File: config.mk
export PLATFORM = sky130hd
export DESIGN_NAME = mcsSys
export DESIGN_NICKNAME = d
export VERILOG_FILES = /design/src/design/mcsSysPkg.sv /design/src/design/gpioBank.sv /design/src/design/hostCommandEngine.sv /design/src/design/mcsSys.sv /design/src/design/uartReceiver.sv /design/src/design/uartTransmitter.sv
export VERILOG_INCLUDE_DIRS = /design/src /design/src/design
export SDC_FILE = /design/constraint.sdc
export NUM_CORES = 1
export LEC_CHECK = 0
export BUFFER_PORTS_ARGS = -buffer_cell sky130_fd_sc_hd__buf_2
export CORE_MARGIN = 2
export CORE_UTILIZATION = 35
export CTS_CLUSTER_SIZE = 16
export DETAILED_ROUTE_END_ITERATION = 16
export HOLD_SLACK_MARGIN = 0.12
export PLACE_DENSITY = 0.53
export RECOVER_POWER = 100
export SLEW_MARGIN = 15
export SYNTH_ARGS = -nofsm -noshare
export SYNTH_HDL_FRONTEND = slang
export SYNTH_SLANG_ARGS = --single-unit
File: constraint.sdc
create_clock -name Clk -period 2.45 [get_ports Clk]
set_input_delay 0.245 -clock Clk [delete_from_list [all_inputs] [get_ports Clk]]
set_output_delay 0.245 -clock Clk [all_outputs]
set_load 0.005 [all_outputs]
File: src/design/mcsSys_defs.svh
`ifndef MCSSYS_DEFS_SVH
`define MCSSYS_DEFS_SVH

// ------------------------------------------------
// uart timing
// ------------------------------------------------
// clocks per uart bit, small for simulation, must stay >= 4
`define CLKS_PER_BIT 16

// ------------------------------------------------
// host command codes
// ------------------------------------------------
`define CMD_WRITE 8'h57
`define CMD_READ  8'h52

// ------------------------------------------------
// io bus register map
// ------------------------------------------------
`define ADDR_GPO 32'h0000_0000
`define ADDR_GPI 32'h0000_0001

`endif

File: src/design/mcsSysPkg.sv
package mcsSysPkg;

  // ------------------------------------------------
  // vector types
  // ------------------------------------------------
  typedef logic [7:0]  byteT;     // one uart data byte
  typedef logic [31:0] busAddrT;  // io bus address, host byte zero-extended
  typedef logic [31:0] busDataT;  // io bus data word
  typedef logic [3:0]  ledT;      // led / dip switch field

  // ------------------------------------------------
  // command engine states
  // ------------------------------------------------
  typedef enum logic [2:0] {
    idle,       // waiting for a command byte
    getAddr,    // waiting for the address byte
    getData,    // waiting for the write data byte
    busWrite,   // write strobe cycle
    busRead,    // read strobe cycle
    waitReady,  // holding for ioReady
    sendReply   // reply byte queued for the transmitter
  } cmdStateT;

endpackage

File: src/design/gpioBank.sv
`timescale 1ns/10ps
`include "mcsSys_defs.svh"

module gpioBank (
  input  logic               Clk,            // system clock
  input  logic               reset,          // sync, high
  input  logic               ioAddrStrobe,   // io bus address strobe
  input  logic               ioReadStrobe,   // io bus read strobe
  input  logic               ioWriteStrobe,  // io bus write strobe
  input  mcsSysPkg::busAddrT ioAddress,      // io bus address
  input  mcsSysPkg::busDataT ioWriteData,    // io bus write data
  output mcsSysPkg::busDataT ioReadData,     // valid with ioReady
  output logic               ioReady,        // one cycle after the strobe
  input  mcsSysPkg::ledT     dipSw,          // board switches, async
  output mcsSysPkg::ledT     led             // board leds, high = on
);

  mcsSysPkg::ledT  dipMeta;  // switch sync stage 1
  mcsSysPkg::ledT  dipSync;  // switch sync stage 2
  mcsSysPkg::byteT gpoReg;   // output register
  logic            writeHit;
  logic            readHit;

  assign writeHit = ioAddrStrobe && ioWriteStrobe;
  assign readHit  = ioAddrStrobe && ioReadStrobe;
  assign led      = gpoReg[3:0];

  always_ff @(posedge Clk) begin
    if (reset) begin
      gpoReg  <= '0;
      ioReady <= 1'b0;
    end else begin
      ioReady <= writeHit || readHit;  // registered ack
      if (writeHit && ioAddress == `ADDR_GPO) gpoReg <= ioWriteData[7:0];
    end
  end

  // switch sync and read mux
  always_ff @(posedge Clk) begin
    dipMeta <= dipSw;
    dipSync <= dipMeta;
    if (readHit) begin
      case (ioAddress)
        `ADDR_GPO: ioReadData <= {24'h00_0000, gpoReg};
        `ADDR_GPI: ioReadData <= {28'h000_0000, dipSync};
        default:   ioReadData <= '0;  // unmapped reads as zero
      endcase
    end
  end

endmodule

File: src/design/hostCommandEngine.sv
`timescale 1ns/10ps
`include "mcsSys_defs.svh"

module hostCommandEngine (
  input  logic               Clk,            // system clock
  input  logic               reset,          // sync, high
  input  mcsSysPkg::byteT    rxByte,         // byte from the host
  input  logic               rxValid,        // byte strobe
  output logic               ioAddrStrobe,   // io bus address strobe
  output logic               ioReadStrobe,   // io bus read strobe
  output logic               ioWriteStrobe,  // io bus write strobe
  output mcsSysPkg::busAddrT ioAddress,      // io bus address
  output mcsSysPkg::busDataT ioWriteData,    // io bus write data
  input  mcsSysPkg::busDataT ioReadData,     // io bus read data
  input  logic               ioReady,        // slave done, one cycle
  output mcsSysPkg::byteT    txByte,         // reply byte
  output logic               txStart,        // reply load strobe
  input  logic               txBusy          // transmitter occupied
);

  mcsSysPkg::cmdStateT state;
  logic                isRead;     // current command is a read
  mcsSysPkg::byteT     addrByte;   // host address byte
  mcsSysPkg::byteT     dataByte;   // host write data byte
  mcsSysPkg::byteT     replyByte;  // latched read result

  // ------------------------------------------------
  // command FSM
  // ------------------------------------------------
  always_ff @(posedge Clk) begin
    if (reset) begin
      state  <= mcsSysPkg::idle;
      isRead <= 1'b0;
    end else begin
      case (state)
        mcsSysPkg::idle: begin
          if (rxValid) begin
            if (rxByte == `CMD_WRITE) begin
              isRead <= 1'b0;
              state  <= mcsSysPkg::getAddr;
            end else if (rxByte == `CMD_READ) begin
              isRead <= 1'b1;
              state  <= mcsSysPkg::getAddr;
            end  // unknown codes ignored
          end
        end
        mcsSysPkg::getAddr: begin
          if (rxValid) state <= isRead ? mcsSysPkg::busRead : mcsSysPkg::getData;
        end
        mcsSysPkg::getData: begin
          if (rxValid) state <= mcsSysPkg::busWrite;
        end
        mcsSysPkg::busWrite,
        mcsSysPkg::busRead: begin
          state <= mcsSysPkg::waitReady;  // strobes last one cycle
        end
        mcsSysPkg::waitReady: begin
          if (ioReady) state <= isRead ? mcsSysPkg::sendReply : mcsSysPkg::idle;
        end
        mcsSysPkg::sendReply: begin
          if (!txBusy) state <= mcsSysPkg::idle;  // txStart fires this cycle
        end
        default: state <= mcsSysPkg::idle;
      endcase
    end
  end

  // ------------------------------------------------
  // payload capture
  // ------------------------------------------------
  always_ff @(posedge Clk) begin
    if (rxValid && state == mcsSysPkg::getAddr) begin
      addrByte <= rxByte;
    end
    if (rxValid && state == mcsSysPkg::getData) begin
      dataByte <= rxByte;
    end
    if (ioReady && state == mcsSysPkg::waitReady) begin
      replyByte <= ioReadData[7:0];  // only the low byte goes back
    end
  end

  // bus strobes straight from state
  assign ioWriteStrobe = (state == mcsSysPkg::busWrite);
  assign ioReadStrobe  = (state == mcsSysPkg::busRead);
  assign ioAddrStrobe  = ioWriteStrobe || ioReadStrobe;
  assign ioAddress     = {24'h00_0000, addrByte};  // zero-extended
  assign ioWriteData   = {24'h00_0000, dataByte};

  // reply handoff
  assign txByte  = replyByte;
  assign txStart = (state == mcsSysPkg::sendReply) && !txBusy;

endmodule

File: src/design/mcsSys.sv
`timescale 1ns/10ps

module mcsSys (
  input  logic           Clk,     // board clock
  input  logic           reset,   // sync, high
  input  logic           uartRx,  // host serial in
  output logic           uartTx,  // host serial out
  output mcsSysPkg::ledT led,     // board leds
  input  mcsSysPkg::ledT dipSw    // board switches
);

  // ------------------------------------------------
  // internal nets
  // ------------------------------------------------
  mcsSysPkg::byteT    rxByte;
  logic               rxValid;
  mcsSysPkg::byteT    txByte;
  logic               txStart;
  logic               txBusy;
  logic               ioAddrStrobe;
  logic               ioReadStrobe;
  logic               ioWriteStrobe;
  mcsSysPkg::busAddrT ioAddress;
  mcsSysPkg::busDataT ioWriteData;
  mcsSysPkg::busDataT ioReadData;
  logic               ioReady;

  uartReceiver i_uartReceiver (
    .Clk(Clk), .reset(reset), .uartRx(uartRx), .rxByte(rxByte), .rxValid(rxValid)
  );

  // io bus master driven by host commands
  hostCommandEngine i_hostCommandEngine (
    .Clk(Clk), .reset(reset), .rxByte(rxByte), .rxValid(rxValid),
    .ioAddrStrobe(ioAddrStrobe), .ioReadStrobe(ioReadStrobe),
    .ioWriteStrobe(ioWriteStrobe), .ioAddress(ioAddress),
    .ioWriteData(ioWriteData), .ioReadData(ioReadData), .ioReady(ioReady),
    .txByte(txByte), .txStart(txStart), .txBusy(txBusy)
  );

  gpioBank i_gpioBank (
    .Clk(Clk), .reset(reset), .ioAddrStrobe(ioAddrStrobe),
    .ioReadStrobe(ioReadStrobe), .ioWriteStrobe(ioWriteStrobe),
    .ioAddress(ioAddress), .ioWriteData(ioWriteData), .ioReadData(ioReadData),
    .ioReady(ioReady), .dipSw(dipSw), .led(led)
  );

  uartTransmitter i_uartTransmitter (
    .Clk(Clk), .reset(reset), .txStart(txStart), .txByte(txByte),
    .uartTx(uartTx), .txBusy(txBusy)
  );

endmodule

File: src/design/uartReceiver.sv
`timescale 1ns/10ps
`include "mcsSys_defs.svh"

module uartReceiver (
  input  logic            Clk,     // system clock
  input  logic            reset,   // sync, high
  input  logic            uartRx,  // serial in, idle high
  output mcsSysPkg::byteT rxByte,  // received byte
  output logic            rxValid  // one-cycle strobe at stop bit middle
);

  localparam int cntW = $clog2(`CLKS_PER_BIT);
  localparam logic [cntW-1:0] bitLast  = cntW'(`CLKS_PER_BIT - 1);
  localparam logic [cntW-1:0] halfLast = cntW'(`CLKS_PER_BIT / 2 - 1);

  logic            rxMeta;    // first sync stage
  logic            rxSync;    // second sync stage
  logic            rxActive;  // frame in progress
  logic [3:0]      bitCnt;    // 0 start, 1..8 data, 9 stop
  logic [cntW-1:0] phaseCnt;  // countdown to next mid-bit
  mcsSysPkg::byteT shiftReg;  // data arrives lsb first

  assign rxByte = shiftReg;

  // ------------------------------------------------
  // input synchronizer
  // ------------------------------------------------
  always_ff @(posedge Clk) begin
    if (reset) begin
      rxMeta <= 1'b1;  // line idles high
      rxSync <= 1'b1;
    end else begin
      rxMeta <= uartRx;
      rxSync <= rxMeta;
    end
  end

  // ------------------------------------------------
  // frame sampling
  // ------------------------------------------------
  always_ff @(posedge Clk) begin
    if (reset) begin
      rxActive <= 1'b0;
      bitCnt   <= 4'd0;
      phaseCnt <= '0;
      rxValid  <= 1'b0;
    end else begin
      rxValid <= 1'b0;  // pulse by default off
      if (!rxActive) begin
        if (!rxSync) begin  // falling edge seen
          rxActive <= 1'b1;
          bitCnt   <= 4'd0;
          phaseCnt <= halfLast;  // half a bit to start middle
        end
      end else if (phaseCnt != '0) begin
        phaseCnt <= phaseCnt - 1'b1;
      end else begin
        phaseCnt <= bitLast;
        bitCnt   <= bitCnt + 4'd1;
        if (bitCnt == 4'd0) begin
          if (rxSync) rxActive <= 1'b0;  // start bit glitch dropped
        end else if (bitCnt == 4'd9) begin
          rxActive <= 1'b0;     // frame done either way
          rxValid  <= rxSync;   // framing error when stop bit is low
        end
      end
    end
  end

  // payload shift
  always_ff @(posedge Clk) begin
    if (rxActive && phaseCnt == '0 && bitCnt >= 4'd1 && bitCnt <= 4'd8) begin
      shiftReg <= {rxSync, shiftReg[7:1]};  // lsb arrives first
    end
  end

endmodule

File: src/design/uartTransmitter.sv
`timescale 1ns/10ps
`include "mcsSys_defs.svh"

module uartTransmitter (
  input  logic            Clk,      // system clock
  input  logic            reset,    // sync, high
  input  logic            txStart,  // one-cycle load strobe
  input  mcsSysPkg::byteT txByte,   // byte to send
  output logic            uartTx,   // serial out, idle high
  output logic            txBusy    // high for the whole frame
);

  localparam int cntW = $clog2(`CLKS_PER_BIT);
  localparam logic [cntW-1:0] bitLast = cntW'(`CLKS_PER_BIT - 1);

  logic [9:0]      frame;     // stop, data, start; bit 0 on the line
  logic [3:0]      bitCnt;    // bit currently on the line
  logic [cntW-1:0] phaseCnt;  // clocks left in this bit

  assign uartTx = frame[0];  // all ones when idle

  // ------------------------------------------------
  // frame shifter
  // ------------------------------------------------
  always_ff @(posedge Clk) begin
    if (reset) begin
      frame    <= '1;
      bitCnt   <= 4'd0;
      phaseCnt <= '0;
      txBusy   <= 1'b0;
    end else if (!txBusy) begin
      if (txStart) begin
        frame    <= {1'b1, txByte, 1'b0};  // start bit goes out next cycle
        bitCnt   <= 4'd0;
        phaseCnt <= bitLast;
        txBusy   <= 1'b1;
      end
    end else if (phaseCnt != '0) begin
      phaseCnt <= phaseCnt - 1'b1;
    end else if (bitCnt == 4'd9) begin
      txBusy <= 1'b0;  // end of stop bit
    end else begin
      frame    <= {1'b1, frame[9:1]};  // refill with idle level
      bitCnt   <= bitCnt + 4'd1;
      phaseCnt <= bitLast;
    end
  end

endmodule

After elaboration in Yosys (flattened, before gate mapping):

Cells that the tools add are included.

* add/subtract/negate cells: 4
* $lt $le $gt $ge: 2
* equal/unequal tests: 22
* mux-type cells: 40
* bitwise gates (word level): 2
* reduce and logical (&&, ||, !) cells: 28

Operators by type and width (number)
* $mux 4: 14
* $mux 10: 4
* $logic_not 32->1: 1
* $mux 3: 9
* $pmux 3 s6: 1
* $eq 8x7->1 const B: 2
* $ne 2x2->1 const B: 8
* $pmux 8 s2: 1
* $mux 1: 11
* $logic_and 1x1->1: 10
* $eq 3x3->1 const B: 3
* $add 4x1->4 const B: 2
* $eq 4x4->1 const B: 2
* $eq 8x1->1 const B: 1
* $logic_not 4->1: 2
* $reduce_bool 4->1: 2
* $sub 4x1->4 const B: 2
* $eq 3x2->1 const B: 2
* $reduce_and 3->1: 2
* $reduce_and 6->1: 1
* $reduce_or 5->1: 1
* $ge 4x1->1 const B: 1
* $le 4x4->1 const B: 1
* $reduce_and 2->1: 2
* other kinds (10): 13

* bits in registers: 92
* bits of input ports: 7
* output and inout bits: 5
* logic and storage cells: 119

Logic depth before layout (Yosys ltp):

* word-level depth: 5
* mapped depth: 8
* gate-level depth less buffers: 6

By module:

From an unflattened synthesis, not the netlist that was laid out.

* cell total of the unflattened synthesis: 418
* area, all modules: 4503.1 um^2

Modules (own cells, without submodules)
* hostCommandEngine: times used 1, cells an instance 124, area an instance 1485.2 um^2, sequential area each 800.8 um^2
* gpioBank: times used 1, cells an instance 109, area an instance 1183.6 um^2, sequential area each 580.6 um^2
* uartTransmitter: times used 1, cells an instance 105, area an instance 940.9 um^2, sequential area each 360.3 um^2
* uartReceiver: times used 1, cells an instance 80, area an instance 893.4 um^2, sequential area each 480.5 um^2

Worst setup path after synthesis:

Ideal clock, no wire load.

* kind: register -> register
* start point: register i_uartReceiver.rxActive
* end point: register i_uartReceiver.shiftReg[0], in the netlist i_uartReceiver.rxByte[0], enable pin
* library setup time: 386 ps
* data arrival time: 1477 ps
* required time: 2064 ps
* path slack: 587 ps
* stages on the path, launching flop included: 5
* buffers on the path: 1
* clock period less this slack: 1863 ps
* cell sequence: dfxtp_1 -> buf_2 -> nor2b_1 -> nand3b_1 -> a211oi_1

* cells in the longest elaborated chain, start to end: 3

RTL lines
* start, declared: line uartReceiver.sv:18 `logic rxActive;`
* start signal, assigned: line uartReceiver.sv:43 `rxActive <= 1'b0;`
* start signal, assigned: line uartReceiver.sv:51 `rxActive <= 1'b1;`
* start signal, assigned: line uartReceiver.sv:61 `if (rxSync) rxActive <= 1'b0;`
* $logic_and 1x1->1 (3 in series): line uartReceiver.sv:72 `if (rxActive && phaseCnt == '0 && bitCnt >= 4'd1 && bitCnt <= 4'd8) begin`
* end signal, assigned: line uartReceiver.sv:73 `shiftReg <= {rxSync, shiftReg[7:1]};`
* end, declared: line uartReceiver.sv:21 `mcsSysPkg::byteT shiftReg;`

No other way between the ends.
A chain may end at the register's enable or synchronous reset.

Worst setup path in the final report:

* start point: register i_uartTransmitter.phaseCnt[0]
* end point: register i_uartTransmitter.frame[5]

* cells in the longest elaborated chain, start to end: 3

RTL lines
* start, declared: line uartTransmitter.sv:18 `logic [cntW-1:0] phaseCnt;`
* start signal, assigned: line uartTransmitter.sv:35 `phaseCnt <= bitLast;`
* start signal, assigned: line uartTransmitter.sv:39 `phaseCnt <= phaseCnt - 1'b1;`
* start signal, assigned: line uartTransmitter.sv:45 `phaseCnt <= bitLast;`
* $reduce_bool 4->1: line uartTransmitter.sv:38 `end else if (phaseCnt != '0) begin`
* $ne 2x2->1 (no line)
* $reduce_and 3->1 (no line)
* end signal, assigned: line uartTransmitter.sv:33 `frame <= {1'b1, txByte, 1'b0};`
* end signal, assigned: line uartTransmitter.sv:43 `frame <= {1'b1, frame[9:1]};`
* end, declared: line uartTransmitter.sv:16 `logic [9:0] frame;`

No other way between the ends.

==> summary.txt <==
Final layout
  • Highest-count cells in the layout ignoring fill and taps: dfxtp_1, edfxtp_1, nor2_1
  • Final Cell Area: 4070 um2
  • Most common cell after layout, fill and taps aside: dfxtp_1
  • ANT cells: 0
  • Area delta synth->final: 9.79%
  • Share of cells above drive strength 1: 11.8%
  • Nets: 340
  • Final core utilization: 39.4%
  • Finished Layout Cells: 466

STA
  • Total negative slack: 0 ns
  • RSZ-0062 raised after global routing: false
  • Slew headroom: -24.8%
  • Slew at the pin closest to its max-slew limit: 1.87 ns
  • Final setup violating endpoints: 0
  • Hold Vio Cnt, Final: 0
  • Final Max Tran Viols: 41
  • Final min period: 2.04 ns
  • Final worst-path setup slack: 0.409 ns
  • Max Freq: 490 MHz
  • Fin crit share: 83.3%
  • Worst Skew: 0.0138 ns

Yosys
  • Mapped Nets: 329
  • Unique masters post-synth: 55
  • EDFF count, synth: 40
  • FF+latch count, synth: 91
  • Synth Instances: 314
  • Yosys warning count: 0
  • Post-synthesis async set-or-reset flop share: 0%
  • Most common flop cell mapped by yosys: dfxtp_1
  • Seq/Total Area, Yosys: 59.9%
  • Synthesized area: 3710 um2
  • Avg Synthesized Cell Area: 11.8 um2

Clocking
  • Post-cts hold buffer count: 5
  • Clk_lat worst skew: 0.35 ns
  • Post-CTS Setup Inserts: 0
  • Clk slew on worst S/H paths: 0.09 ns
  • Root Driver: clkbuf_8
  • Clock Tree Buf Depth: 2
  • CTS tree: done
  • Clock Sinks: 91
  • Post-CTS resize count: 0
  • Num CTS Buffers: 9
  • H-tree depth: 3

Route
  • ANT nets after route: 0
  • DRC Markers: 0
  • DR vias: 2,251
  • Drt wl/cell: 13.2 um
  • Drt first-iter violations: 114
  • Router iterations before antenna repair: 4
  • Final wirelength: 6170 um
  • Drt via density: 4.83

Floorplan
  • DIE HEIGHT: 107 um
  • Die X: 107 um
  • Row count: 37
  • Core box area: 10,300 um2
  • DIE AREA: 11,400 um2
  • I/O pin count: 12
  • Starting Density: 35.9%

Pwr
  • Clock power frac: 38.0%
  • Logic pwr share: 2.7%
  • Psw: 596 uW
  • Power density cells: 663 nW/um2
  • Reg power frac: 59.3%
  • Cell-internal power: 2100 uW
  • Leak Pwr: 0.00136 uW
  • Worst vdd ir: 0.000314 V
  • Switch share: 22.1%

GRT
  • Grt total ovfl: 0
  • First-pass GRT wire length: 10,600 um
  • Global Route Usage Sum: 11.7%
  • Number of global-route vias before repair: 2,193
  • Antenna violations before repair: 0
  • Largest net degree at the start of global routing: 41

Critical path
  • CP Class: reg -> reg
  • Crit. End Element: flop
  • R2r setup slk: 0.41 ns
  • CP Max Fanout: 18
  • CP arrival: 2.32 ns
  • Critical Path Source Type: flop
  • Crit-path max cell delay: 0.51 ns
  • WP data required: 2.73 ns
  • Worst path slowest cell: nor3b_1
  • Worst path cell trace: inv_1, ha_1, nor3b_1, a31o_1, buf_4, nor3_1, a31oi_2

Outcome
  • Failing checks: capacitance limit, slew limit
  • Outcome: finished, violations left

Placed design
  • Port bufs: 11
  • DP Cell Count: 445
  • DP Wirelength: 4000 um
  • Final GP Congestion: 0.748
  • Dpl cell area: 3840 um2
  • Pre-CTS setup slack: 0.664 ns

Flow run
  • Max-Cap Viols: 1

Worst hold path
  • Worst hold path type: reg -> reg
[worst paths after layout]
check	startpoint	endpoint	cells past startpoint
max	i_uartTransmitter.phaseCnt[0]	i_uartTransmitter.frame[5]	7
min	i_gpioBank.dipMeta[1]	i_gpioBank.dipSync[1]	0
max reg2reg	i_uartTransmitter.phaseCnt[0]	i_uartTransmitter.frame[5]	7
min reg2reg	i_gpioBank.dipMeta[1]	i_gpioBank.dipSync[1]	0
[flip-flops by register name, summed over array words and instances, names as in the netlist, 8 cells and up]
signal,cells
i_gpioBank.gpoReg,8
i_gpioBank.ioReadData,8
i_uartTransmitter.frame,9
i_hostCommandEngine.txByte,8
i_uartReceiver.rxByte,8
i_hostCommandEngine.dataByte,8
i_hostCommandEngine.addrByte,8
[power by group through the flow]
stage	Clock, uW	Sequential (uW)	Combinational, uW
floorplan	0	1630	55.1
global placement	0	1630	68.9
detailed placement	0	1630	69.5
CTS	1070	1600	75.6
global route	1130	1600	84.5
finish	1020	1600	74.1
[worst max-delay path: cells and delay by family (launching register included)]
family / cells / cell delay (ns)
adders and majority gates: 1 / 0.23
AOI/OAI and AO/OA: 2 / 0.45
and+or+nand+nor: 2 / 0.60
buffers and inverters: 2 / 0.33
DFF: 1 / 0.35
[cell type report]
| cell class | instances | area, um2 |
|---|---|---|
| clock buffer | 10 | 128 |
| timing repair buffer | 21 | 129 |
| tap | 136 | 170 |
| fill | 998 | 6250 |
| multi-input combinational | 191 | 1310 |
| clock inverter | 6 | 71.3 |
| sequential | 91 | 2220 |
| inverter | 11 | 41.3 |
[Yosys cell counts, types with 5 or more instances]
cell type | instances | area, um2
nand2_1 | 14 | 52.6
inv_1 | 11 | 41.3
and2_1 | 6 | 37.5
o21ai_0 | 6 | 30.0
nor3_1 | 18 | 90.1
dfxtp_1 | 51 | 1020
edfxtp_1 | 40 | 1200
buf_4 | 5 | 37.5
mux2i_1 | 19 | 190
a31oi_1 | 5 | 31.3
clkbuf_1 | 8 | 30.0
a31oi_2 | 7 | 87.6
nor2_1 | 31 | 116
a21oi_1 | 8 | 40.0
ha_1 | 8 | 100
[metal layers]
metal	global-route usage [%]	vias up	share of wire, %
met5	0	-	0
met4	4.73	0	0.86
met3	3.10	4	2.2
met2	17.9	21	46
met1	15.6	1067	51
li1	-	1159	-
[cell families (layout without fill, tap and decap cells)]
kind of cell / after synthesis / after routing / share of synthesized area (%)
muxes: 19 / 19 / 5.13
xor gates and xnor gates: 5 / 5 / 1.18
buffers and inverters: 32 / 48 / 4.49
DFF: 91 / 91 / 59.9
and+or+nand+nor: 112 / 112 / 16.5
adders and majority gates: 8 / 8 / 2.70
AOI/OAI and AO/OA: 47 / 47 / 10.1
[through the flow]
stage | total power, uW | hold WS, ns
floorplan | 1680 | 0.273
detailed placement | 1700 | 0.314
CTS | 2740 | 0.336
finish | 2700 | 0.332
global route | 2810 | 0.341
global placement | 1700 | 0.313
Power figures use the tool's default switching activity.
